`config.mk`:
```
export PLATFORM = sky130hd
export DESIGN_NAME = id_top
export DESIGN_NICKNAME = d
export VERILOG_FILES = /design/src/id_pkg.sv /design/src/id_exe_reg.sv /design/src/id_top.sv /design/src/inst_decoder.sv /design/src/operand_fwd.sv
export VERILOG_INCLUDE_DIRS = /design/src /design/src/include
export SDC_FILE = /design/constraint.sdc
export NUM_CORES = 1
export LEC_CHECK = 0
export BUFFER_PORTS_ARGS = -buffer_cell sky130_fd_sc_hd__buf_2
export CAP_MARGIN = 20
export CORE_ASPECT_RATIO = 0.6
export CORE_UTILIZATION = 47
export DETAILED_ROUTE_END_ITERATION = 7
export PLACE_DENSITY = 0.8
export RECOVER_POWER = 100
export REMOVE_ABC_BUFFERS = 1
export SYNTH_ARGS = -nofsm -noshare
export SYNTH_HDL_FRONTEND = slang
export SYNTH_SLANG_ARGS = --single-unit
```
`constraint.sdc`:
```
create_clock -name cpu_clk -period 3.9 [get_ports cpu_clk]
set_input_delay 0.39 -clock cpu_clk [delete_from_list [all_inputs] [get_ports cpu_clk]]
set_output_delay 0.39 -clock cpu_clk [all_outputs]
set_load 0.01 [all_outputs]
```
`src/include/id_defs.svh`:
```
`ifndef ID_DEFS_SVH
`define ID_DEFS_SVH

// datapath widths
`define WORD_W      32
`define REG_ADDR_W  5
`define IMM_W       16
`define SA_W        5
`define OP_W        6
`define FUNC_W      6
`define ALUTYPE_W   3
`define ALUOP_W     8

// primary opcodes
`define OP_SPECIAL  6'b000000
`define OP_ADDI     6'b001000
`define OP_ADDIU    6'b001001
`define OP_SLTI     6'b001010
`define OP_SLTIU    6'b001011
`define OP_ANDI     6'b001100
`define OP_ORI      6'b001101
`define OP_XORI     6'b001110
`define OP_LUI      6'b001111
`define OP_LB       6'b100000
`define OP_LH       6'b100001
`define OP_LW       6'b100011
`define OP_LBU      6'b100100
`define OP_LHU      6'b100101
`define OP_SB       6'b101000
`define OP_SH       6'b101001
`define OP_SW       6'b101011

// function field codes of SPECIAL
`define FUNC_SLL    6'b000000
`define FUNC_SRL    6'b000010
`define FUNC_SRA    6'b000011
`define FUNC_SLLV   6'b000100
`define FUNC_SRLV   6'b000110
`define FUNC_SRAV   6'b000111
`define FUNC_ADD    6'b100000
`define FUNC_ADDU   6'b100001
`define FUNC_SUB    6'b100010
`define FUNC_SUBU   6'b100011
`define FUNC_AND    6'b100100
`define FUNC_OR     6'b100101
`define FUNC_XOR    6'b100110
`define FUNC_NOR    6'b100111
`define FUNC_SLT    6'b101010
`define FUNC_SLTU   6'b101011

`endif

```
`src/id_pkg.sv`:
```
`include "id_defs.svh"

package id_pkg;

    // one-hot class bits for arith, logic and shift
    typedef enum logic [`ALUTYPE_W-1:0] {
        NOP   = 3'b000,
        ARITH = 3'b001,
        LOGIC = 3'b010,
        SHIFT = 3'b100
    } alutype_t;

    typedef enum logic [`ALUOP_W-1:0] {
        ALU_NOP   = 8'h00,
        ALU_LUI   = 8'h05,
        ALU_SLL   = 8'h11,
        ALU_SLLV  = 8'h12,
        ALU_SUB   = 8'h16,
        ALU_ADDU  = 8'h17,
        ALU_ADD   = 8'h18,
        ALU_ADDIU = 8'h19,
        ALU_ADDI  = 8'h1A,
        ALU_SUBU  = 8'h1B,
        ALU_AND   = 8'h1C,
        ALU_ORI   = 8'h1D,
        ALU_ANDI  = 8'h1E,
        ALU_NOR   = 8'h1F,
        ALU_OR    = 8'h20,
        ALU_XOR   = 8'h21,
        ALU_XORI  = 8'h22,
        ALU_SLT   = 8'h26,
        ALU_SLTIU = 8'h27,
        ALU_SLTI  = 8'h28,
        ALU_SLTU  = 8'h29,
        ALU_SRA   = 8'h2A,
        ALU_SRAV  = 8'h2B,
        ALU_SRL   = 8'h2C,
        ALU_SRLV  = 8'h2D,
        ALU_LB    = 8'h90,   // memory ops have bit 7 set
        ALU_LBU   = 8'h91,
        ALU_LW    = 8'h92,
        ALU_LH    = 8'h94,
        ALU_LHU   = 8'h96,
        ALU_SB    = 8'h98,
        ALU_SH    = 8'h99,
        ALU_SW    = 8'h9A
    } aluop_t;

    // pending write of a later stage
    typedef struct packed {
        logic                   wreg;
        logic                   mreg;
        logic [`REG_ADDR_W-1:0] wa;
        logic [`WORD_W-1:0]     wd;
    } fwd_src_t;

    typedef struct packed {
        logic                   rreg1;
        logic [`REG_ADDR_W-1:0] ra1;
        logic                   rreg2;
        logic [`REG_ADDR_W-1:0] ra2;
    } rf_rd_t;

    typedef struct packed {
        alutype_t               alutype;
        aluop_t                 aluop;
        logic                   wreg;
        logic                   mreg;
        logic [`REG_ADDR_W-1:0] wa;
        rf_rd_t                 rd_req;
        logic                   shift;
        logic                   immsel;
        logic [`SA_W-1:0]       sa;
        logic [`WORD_W-1:0]     imm_ext;
    } id_ctrl_t;

    typedef struct packed {
        alutype_t               alutype;
        aluop_t                 aluop;
        logic                   wreg;
        logic                   mreg;
        logic [`REG_ADDR_W-1:0] wa;
        logic [`WORD_W-1:0]     src1;
        logic [`WORD_W-1:0]     src2;
        logic [`WORD_W-1:0]     din;
    } id_exe_t;

endpackage

```
`src/id_exe_reg.sv`:
```
`timescale 1ns/1ps
`include "id_defs.svh"

module id_exe_reg
    import id_pkg::*;
(
    input  logic               cpu_clk,
    input  logic               arst_n_i,
    input  logic               stall_i,
    input  id_ctrl_t           ctrl_i,
    input  logic [`WORD_W-1:0] src1_i,
    input  logic [`WORD_W-1:0] src2_i,
    input  logic [`WORD_W-1:0] din_i,
    output id_exe_t            id_exe_o
);

    id_exe_t nxt;

    always_comb begin
        nxt.alutype = ctrl_i.alutype;
        nxt.aluop   = ctrl_i.aluop;
        nxt.wreg    = ctrl_i.wreg;
        nxt.mreg    = ctrl_i.mreg;
        nxt.wa      = ctrl_i.wa;
        nxt.src1    = src1_i;
        nxt.src2    = src2_i;
        nxt.din     = din_i;
    end

    always_ff @(posedge cpu_clk or negedge arst_n_i) begin
        if (!arst_n_i) begin
            id_exe_o <= '0;
        end else if (stall_i) begin
            id_exe_o <= '0;   // bubble
        end else begin
            id_exe_o <= nxt;
        end
    end

endmodule

```
`src/id_top.sv`:
```
`timescale 1ns/1ps
`include "id_defs.svh"

module id_top
    import id_pkg::*;
(
    input  logic               cpu_clk,
    input  logic               arst_n_i,
    input  logic [`WORD_W-1:0] inst_i,
    input  logic [`WORD_W-1:0] rd1_i,
    input  logic [`WORD_W-1:0] rd2_i,
    input  fwd_src_t           exe_fwd_i,
    input  fwd_src_t           mem_fwd_i,
    output rf_rd_t             rf_rd_o,
    output logic               stall_o,
    output id_exe_t            id_exe_o
);

    id_ctrl_t           ctrl;
    logic [`WORD_W-1:0] src1;
    logic [`WORD_W-1:0] src2;
    logic [`WORD_W-1:0] din;

    inst_decoder u_decoder (
        .inst_i (inst_i),
        .ctrl_o (ctrl)
    );

    operand_fwd u_fwd (
        .ctrl_i    (ctrl),
        .rd1_i     (rd1_i),
        .rd2_i     (rd2_i),
        .exe_fwd_i (exe_fwd_i),
        .mem_fwd_i (mem_fwd_i),
        .rf_rd_o   (rf_rd_o),
        .src1_o    (src1),
        .src2_o    (src2),
        .din_o     (din),
        .stall_o   (stall_o)
    );

    id_exe_reg u_id_exe (
        .cpu_clk  (cpu_clk),
        .arst_n_i (arst_n_i),
        .stall_i  (stall_o),
        .ctrl_i   (ctrl),
        .src1_i   (src1),
        .src2_i   (src2),
        .din_i    (din),
        .id_exe_o (id_exe_o)
    );

endmodule

```
`src/inst_decoder.sv`:
```
`timescale 1ns/1ps
`include "id_defs.svh"

module inst_decoder
    import id_pkg::*;
(
    input  logic [`WORD_W-1:0] inst_i,
    output id_ctrl_t           ctrl_o
);

    logic [`WORD_W-1:0]     inst;
    logic [`OP_W-1:0]       op;
    logic [`FUNC_W-1:0]     func;
    logic [`REG_ADDR_W-1:0] rs;
    logic [`REG_ADDR_W-1:0] rt;
    logic [`REG_ADDR_W-1:0] rd;
    logic [`SA_W-1:0]       sa;
    logic [`IMM_W-1:0]      imm;

    aluop_t   aluop;
    alutype_t alutype;

    logic valid;
    logic is_load;
    logic is_store;
    logic is_imm_alu;
    logic is_logic;
    logic is_shift;
    logic is_lui;
    logic shift;
    logic rtsel;
    logic sext;

    // memory returns the word little-endian
    assign inst = {inst_i[7:0], inst_i[15:8], inst_i[23:16], inst_i[31:24]};

    assign op   = inst[31:26];
    assign rs   = inst[25:21];
    assign rt   = inst[20:16];
    assign rd   = inst[15:11];
    assign sa   = inst[10:6];
    assign func = inst[5:0];
    assign imm  = inst[15:0];

    always_comb begin
        aluop = ALU_NOP;
        case (op)
            `OP_SPECIAL: begin
                case (func)
                    `FUNC_ADD:  aluop = ALU_ADD;
                    `FUNC_ADDU: aluop = ALU_ADDU;
                    `FUNC_SUB:  aluop = ALU_SUB;
                    `FUNC_SUBU: aluop = ALU_SUBU;
                    `FUNC_SLT:  aluop = ALU_SLT;
                    `FUNC_SLTU: aluop = ALU_SLTU;
                    `FUNC_AND:  aluop = ALU_AND;
                    `FUNC_OR:   aluop = ALU_OR;
                    `FUNC_NOR:  aluop = ALU_NOR;
                    `FUNC_XOR:  aluop = ALU_XOR;
                    `FUNC_SLL:  aluop = ALU_SLL;
                    `FUNC_SRL:  aluop = ALU_SRL;
                    `FUNC_SRA:  aluop = ALU_SRA;
                    `FUNC_SLLV: aluop = ALU_SLLV;
                    `FUNC_SRLV: aluop = ALU_SRLV;
                    `FUNC_SRAV: aluop = ALU_SRAV;
                    default:    aluop = ALU_NOP;
                endcase
            end
            `OP_ADDI:  aluop = ALU_ADDI;
            `OP_ADDIU: aluop = ALU_ADDIU;
            `OP_SLTI:  aluop = ALU_SLTI;
            `OP_SLTIU: aluop = ALU_SLTIU;
            `OP_ANDI:  aluop = ALU_ANDI;
            `OP_ORI:   aluop = ALU_ORI;
            `OP_XORI:  aluop = ALU_XORI;
            `OP_LUI:   aluop = ALU_LUI;
            `OP_LB:    aluop = ALU_LB;
            `OP_LBU:   aluop = ALU_LBU;
            `OP_LH:    aluop = ALU_LH;
            `OP_LHU:   aluop = ALU_LHU;
            `OP_LW:    aluop = ALU_LW;
            `OP_SB:    aluop = ALU_SB;
            `OP_SH:    aluop = ALU_SH;
            `OP_SW:    aluop = ALU_SW;
            default:   aluop = ALU_NOP;   // anything else is a no-op
        endcase
    end

    // instruction classes
    assign valid      = (aluop != ALU_NOP);
    assign is_load    = aluop inside {ALU_LB, ALU_LBU, ALU_LH, ALU_LHU, ALU_LW};
    assign is_store   = aluop inside {ALU_SB, ALU_SH, ALU_SW};
    assign is_lui     = (aluop == ALU_LUI);
    assign is_imm_alu = aluop inside {ALU_ADDI, ALU_ADDIU, ALU_SLTI, ALU_SLTIU,
                                      ALU_ANDI, ALU_ORI, ALU_XORI, ALU_LUI};
    assign is_logic   = aluop inside {ALU_AND, ALU_OR, ALU_NOR, ALU_XOR,
                                      ALU_ANDI, ALU_ORI, ALU_XORI, ALU_LUI};
    assign is_shift   = aluop inside {ALU_SLL, ALU_SRL, ALU_SRA,
                                      ALU_SLLV, ALU_SRLV, ALU_SRAV};
    assign shift      = aluop inside {ALU_SLL, ALU_SRL, ALU_SRA};   // amount from sa
    assign rtsel      = is_imm_alu | is_load;
    assign sext       = is_load | is_store |
                        (aluop inside {ALU_ADDI, ALU_ADDIU, ALU_SLTI, ALU_SLTIU});

    always_comb begin
        if (is_shift) begin
            alutype = SHIFT;
        end else if (is_logic) begin
            alutype = LOGIC;
        end else if (valid) begin
            alutype = ARITH;   // includes address calc
        end else begin
            alutype = NOP;
        end
    end

    always_comb begin
        ctrl_o.alutype      = alutype;
        ctrl_o.aluop        = aluop;
        ctrl_o.wreg         = valid & ~is_store;
        ctrl_o.mreg         = is_load;
        ctrl_o.wa           = rtsel ? rt : rd;
        ctrl_o.rd_req.rreg1 = valid & ~shift & ~is_lui;
        ctrl_o.rd_req.ra1   = rs;
        ctrl_o.rd_req.rreg2 = valid & ~rtsel;   // R-type and stores
        ctrl_o.rd_req.ra2   = rt;
        ctrl_o.shift        = shift;
        ctrl_o.immsel       = rtsel | is_store;
        ctrl_o.sa           = sa;
        if (is_lui) begin
            ctrl_o.imm_ext = {imm, {(`WORD_W-`IMM_W){1'b0}}};
        end else if (sext) begin
            ctrl_o.imm_ext = {{(`WORD_W-`IMM_W){imm[`IMM_W-1]}}, imm};
        end else begin
            ctrl_o.imm_ext = {{(`WORD_W-`IMM_W){1'b0}}, imm};
        end
    end

endmodule

```
`src/operand_fwd.sv`:
```
`timescale 1ns/1ps
`include "id_defs.svh"

module operand_fwd
    import id_pkg::*;
(
    input  id_ctrl_t           ctrl_i,
    input  logic [`WORD_W-1:0] rd1_i,
    input  logic [`WORD_W-1:0] rd2_i,
    input  fwd_src_t           exe_fwd_i,
    input  fwd_src_t           mem_fwd_i,
    output rf_rd_t             rf_rd_o,
    output logic [`WORD_W-1:0] src1_o,
    output logic [`WORD_W-1:0] src2_o,
    output logic [`WORD_W-1:0] din_o,
    output logic               stall_o
);

    logic [`WORD_W-1:0] fwd1;
    logic [`WORD_W-1:0] fwd2;

    // execute first, then memory, then register file
    function automatic logic [`WORD_W-1:0] fwd_data(
        input logic                   en,
        input logic [`REG_ADDR_W-1:0] ra,
        input fwd_src_t               exe,
        input fwd_src_t               mem,
        input logic [`WORD_W-1:0]     rf
    );
        logic [`WORD_W-1:0] d;
        d = '0;
        if (en && exe.wreg && exe.wa == ra) begin
            d = exe.wd;
        end else if (en && mem.wreg && mem.wa == ra) begin
            d = mem.wd;
        end else if (en) begin
            d = rf;
        end
        return d;
    endfunction

    // pending load result wanted by either port
    function automatic logic load_hit(input fwd_src_t src, input rf_rd_t rq);
        logic hit1;
        logic hit2;
        hit1 = rq.rreg1 && (src.wa == rq.ra1);
        hit2 = rq.rreg2 && (src.wa == rq.ra2);
        return src.wreg && src.mreg && (hit1 || hit2);
    endfunction

    assign rf_rd_o = ctrl_i.rd_req;

    assign fwd1 = fwd_data(ctrl_i.rd_req.rreg1, ctrl_i.rd_req.ra1, exe_fwd_i, mem_fwd_i, rd1_i);
    assign fwd2 = fwd_data(ctrl_i.rd_req.rreg2, ctrl_i.rd_req.ra2, exe_fwd_i, mem_fwd_i, rd2_i);

    assign src1_o = ctrl_i.shift ? {{(`WORD_W-`SA_W){1'b0}}, ctrl_i.sa} : fwd1;
    assign src2_o = ctrl_i.immsel ? ctrl_i.imm_ext : fwd2;
    assign din_o  = fwd2;   // store data

    assign stall_o = load_hit(exe_fwd_i, ctrl_i.rd_req) | load_hit(mem_fwd_i, ctrl_i.rd_req);

endmodule
```
---- Yosys cells after proc, flatten, opt, wreduce, memory -nomap -nowiden ----
Memories as Yosys holds them, arrays and structs flattened.
Index checks and enable logic that the tools add are counted.
operators by class
  eq/ne operators ......................... 46
  mux-type cells .......................... 16
  bitwise logic cells ..................... 13
  reductions and logical operators ........ 27
operators with widths
  cell                  count
  $mux W32              10
  $pmux W8 S17          1
  $mux W114             1
  $eq A8 B6 Y1 const B  9
  $eq A8 B5 Y1 const B  8
  $eq A8 B8 Y1 const B  8
  $eq A6 B4 Y1 const B  8
  $eq A6 B6 Y1 const B  8
  $reduce_bool A8 Y1    3
  $eq A5 B5 Y1          4
  $logic_and A1 B1 Y1   16
  $eq A8 B3 Y1 const B  1
  $logic_not A6 Y1      1
  $mux W3               2
  $reduce_bool A3 Y1    2
  $reduce_bool A6 Y1    1
  $mux W5               1
  $or A1 B1 Y1          5
  $reduce_bool A5 Y1    1
  $and A1 B1 Y1         4
  $not A1 Y1            4
  $reduce_bool A4 Y1    1
  $logic_or A1 B1 Y1    2
  $mux W1               1
word-level totals
  flip-flop bits (word level) ............. 114
  ROM bits ................................ 384
  input bits .............................. 176
  output and inout port bits .............. 127
  word-level logic and storage cells ...... 111
  memories ................................ 1
memory list
  memory            words  width  rd ports  clocked after Yosys merged registers in  write ports  RTL line            RTL
  (name not given)  64     6      1         0                                        0            inst_decoder.sv:49  case (func)

---- Logic depth before layout (Yosys ltp) ----
  depth in word-level cells ............... 13
  gate-level depth with buffers ........... 15
  gate-level depth less buffers ........... 11

---- By module ----
A second synthesis with hierarchy kept.
unflattened totals
  cells, all modules ...................... 819
  area, all modules ....................... 7618.6 sq um
modules (own cells, without submodules)
  module        instances  cells each  area each (sq um)  sequential area each (sq um)
  id_exe_reg    1          240         3643.5             2852.7
  operand_fwd   1          394         2680.1             0.0
  inst_decoder  1          185         1295.0             0.0

---- Worst setup path before layout ----
No wires, ideal clock.
  path type ............................... input -> output
  start point ............................. in inst_i[24]
  end point ............................... out stall_o
  data arrival time ....................... 2.800 ns
  required time ........................... 3.510 ns
  path slack .............................. 0.710 ns
  stages on the path ...................... 11
  buffers on the path ..................... 2
  cells stage by stage .................... inv_1 ha_1 a311o_1 o211ai_1 nor2_1 and4_4 a31o_1 a211oi_4 a21o_1 buf_2 clkbuf_1
on the way
  word-level cells in the longest chain between the ends .. 11
  elaborated cells on any way between the ends .. 38
  those cells by class .................... 16 x eq/ne; 1 x mux; 8 x bitwise; 12 x reduce/logical; 1 x memory
RTL lines
  item                                           RTL line                                  RTL
  start: declaration                             id_top.sv:9                               input logic [`WORD_W-1:0] inst_i,
  $mem_v2 Z64 W6 (*)                             --
  $pmux W8 S17 (*)                               inst_decoder.sv:47                        case (op)
  $eq A8 B5 Y1 (tied with other cells)           inst_decoder.sv:94                        assign is_imm_alu = aluop inside {ALU_ADDI, ALU_ADDIU, ALU_SLTI, ALU_SLTIU,
  $reduce_bool A8 Y1 (tied with other cells)     inst_decoder.sv:94
  $or A1 B1 Y1 or $not A1 Y1 (tied branches)     inst_decoder.sv:101, inst_decoder.sv:123
  $not A1 Y1 or $and A1 B1 Y1 (tied branches)    inst_decoder.sv:125, inst_decoder.sv:123
  $and A1 B1 Y1, on equally long branches        inst_decoder.sv:125, inst_decoder.sv:123
  $logic_and A1 B1 Y1, on equally long branches  operand_fwd.sv:47, operand_fwd.sv:46
  $logic_or A1 B1 Y1                             operand_fwd.sv:48                         return src.wreg && src.mreg && (hit1 || hit2);
  $logic_and A1 B1 Y1                            operand_fwd.sv:48
  $or A1 B1 Y1 (*)                               operand_fwd.sv:60                         assign stall_o = load_hit(exe_fwd_i, ctrl_i.rd_req) | load_hit(mem_fwd_i, ctrl_i.rd_req);
  end: declaration                               id_top.sv:15                              output logic stall_o,
Mark *: on every way between the ends. The rest lies on a longest branch, timed or not.

---- Final worst setup path ----
  start point ............................. in inst_i[25]
  end point ............................... out stall_o
Same word-level chain as after synthesis.

==> results.json <==
{
  "outcome": "finished with violations",
  "violations": "DRC, capacitance limit, slew limit",
  "fp.dieW_um": 153,
  "dieArea_um2": 14100,
  "cts_resized": 0,
  "grt_pass1_wl_um": 33800,
  "maxSlewHeadroom_pct": -86.2,
  "place_congestion": 0.975,
  "rsz0062_at_grt": "no",
  "fin_crit_ps": 3730,
  "synth-edff-count": 0,
  "cp-start-kind": "input port",
  "yosys_warnings": 0,
  "fill_cells": 1185,
  "synth-seq-cells": 113,
  "multi_input_area_um2": 3230,
  "grt.overflow.total": 0,
  "syn_area_um2": 6410,
  "setup_ws_ps": 167,
  "drv_slew": 114,
  "crit_required_ps": 3510,
  "cts_buffer_depth": 2,
  "worst-path-max-fanout": 10,
  "n_antenna_cell": 0,
  "drc_errors": 17,
  "hold_path_depth": 3,
  "first_pass_iters": 7,
  "synth_seq_area_share_pct": 44.1,
  "mostFrequentLayoutCells": "buf_2, clkbuf_1, dfrtp_1",
  "areaGrowthSynthToFinish_pct": 30.4,
  "holdBufCountCts": 0,
  "clock-sinks": 113,
  "async_flop_share_pct": 100,
  "finalSetupViolCount": 0,
  "wire_per_inst_um": 19.0,
  "timing.fmax_mhz": 268,
  "yosysUniqueCellTypes": 65,
  "min-delay-start": "inst_i[18]",
  "port-buffer-count": 301,
  "largest_reg_flops": 113,
  "cts_root_buf": "clkbuf_16",
  "hold_violations": 0,
  "p_leak_nw": 4.32,
  "cts_tree": "done",
  "min_to": "u_id_exe.id_exe_o[68]$_DFF_PN0_",
  "initial_core_util_pct": 49.1,
  "syn_avg_cell_area_um2": 9.51,
  "grt_max_degree": 114,
  "core_um2": 13100,
  "end_kind": "output pin",
  "grt_pass1_vias": 6403,
  "pwr_density_cell_nw_per_um2": 437,
  "wl_um": 21500,
  "drive_gt1_share_pct": 25.2,
  "numCtsBuffers": 17,
  "drv_cap": 1,
  "worstHoldPathType": "in2reg",
  "layout.nets": 1129,
  "regArea_um2": 2830,
  "place_ws_ps": 207,
  "ant_nets": 0,
  "crit_type": "in2out",
  "worstMarginPinSlew_ps": 2790,
  "regMostFlops": "u_id_exe.id_exe_o",
  "h-tree-depth": 4,
  "placed_cells": 1100,
  "clkTransAtPathRegs_ps": 50,
  "final_common_cell": "buf_2",
  "vias_per_cell": 5.72,
  "hpwl_um": 15800,
  "ys_dominant_reg_cell": "dfrtp_1",
  "synth_cells": 674,
  "via_count": 6465,
  "post-route-period-util_pct": 95.7,
  "vdd_drop_max_mv": 0.253,
  "stdcell_count": 1131,
  "drt-initial-drc-count": 369,
  "antenna_found_initial": 1,
  "post_cts_buffers": 0,
  "die_height_um": 92.5,
  "io_pins": 303,
  "critPathArrivalTime_ps": 3340,
  "row_count": 32,
  "gr-usage-all-layers_pct": 31.5,
  "top_regs": "u_id_exe.id_exe_o x113"
}
==> synth_stat cells (5+ instances only) <==
cell | count | area [um2]
inv_1 | 8 | 30.0
nand3_1 | 10 | 50.1
o211ai_1 | 18 | 135
nand2_1 | 59 | 221
o21ai_0 | 15 | 75.1
buf_4 | 12 | 90.1
xor2_1 | 9 | 78.8
a32oi_1 | 16 | 140
clkbuf_1 | 27 | 101
xnor2_1 | 14 | 123
dfrtp_1 | 113 | 2830
nor2b_1 | 24 | 150
a21oi_1 | 24 | 120
nand2b_1 | 5 | 31.3
buf_2 | 20 | 100
nor3_1 | 7 | 35.0
or3_1 | 6 | 37.5
a221oi_1 | 15 | 131
mux2i_1 | 71 | 711
a211oi_1 | 29 | 218
nor2_1 | 99 | 372
==> worst max-delay path by stage <==
stage	from	cells past startpoint	end	slack [ps]
floorplan	inst_i[24]	9	stall_o	-540
global placement	inst_i[25]	14	u_id_exe.id_exe_o[95]$_DFF_PN0_	380
detailed placement	inst_i[25]	12	u_id_exe.id_exe_o[5]$_DFF_PN0_	210
CTS	inst_i[25]	12	stall_o	330
global route	inst_i[25]	13	u_id_exe.id_exe_o[54]$_DFF_PN0_	90
finish	inst_i[25]	12	stall_o	170
==> power by group <==
| group | switching, mW | total [mW] | internal (mW) |
|---|---|---|---|
| sequential | 0.0523 | 1.38 | 1.32 |
| combinational | 0.496 | 0.790 | 0.295 |
| clock | 0.525 | 1.49 | 0.963 |
| total | 1.07 | 3.65 | 2.58 |
==> cell families after synthesis <==
| group | after synthesis | share of synthesized area (%) |
|---|---|---|
| AO/OA/AOI/OAI | 155 | 18.2 |
| XOR/XNOR | 23 | 3.14 |
| adder cells (fa/ha/maj) | 4 | 0.781 |
| buffers and inverters | 73 | 5.50 |
| flip-flops | 113 | 44.1 |
| multiplexers | 72 | 11.3 |
| other | 1 | 0.0585 |
| AND/OR/NAND/NOR | 233 | 17.0 |
==> final cells by class <==
cell class,count,area share (%)
Clock buffer,20,5.46
Clock inverter,11,1.36
Inverter,8,0.359
Multi-Input combinational cell,488,38.6
Sequential cell,113,33.8
Tap cell,170,2.54
Timing Repair Buffer,321,17.8
==> through the flow <==
stage / hold slack, ps / util [%] / TNS (ps) / power, mW / area, um2
2_1_floorplan: 94.4 / - / -29500 / 1.77 / 6090
3_3_place_gp: 524 / 61.3 / 0 / 2.21 / 8000
3_5_place_dp: 515 / 61.3 / 0 / 2.22 / 8000
4_1_cts: 89.7 / 65.7 / 0 / 3.71 / 8570
5_1_grt: 264 / 64.0 / 0 / 3.82 / 8360
6_report: 267 / 64.0 / 0 / 3.65 / 8360
==> worst max-delay path, stage by stage <==
cell,delay [ps]
buf_2,180
inv_1,80
ha_1,340
nor2b_1,170
o21ai_0,150
a31o_2,290
a2111oi_0,740
a32oi_1,140
o32ai_1,240
nor3b_1,140
a21o_2,300
clkbuf_1,160
==> routing by layer <==
layer	vias up	track usage (%)	wire length, um
met5	-	0	13
met4	2	8.67	360
met3	38	9.69	2090
met2	341	51.9	10200
met1	3128	40.2	8890
li1	2956	-	-
Power figures use the tool's default switching activity.
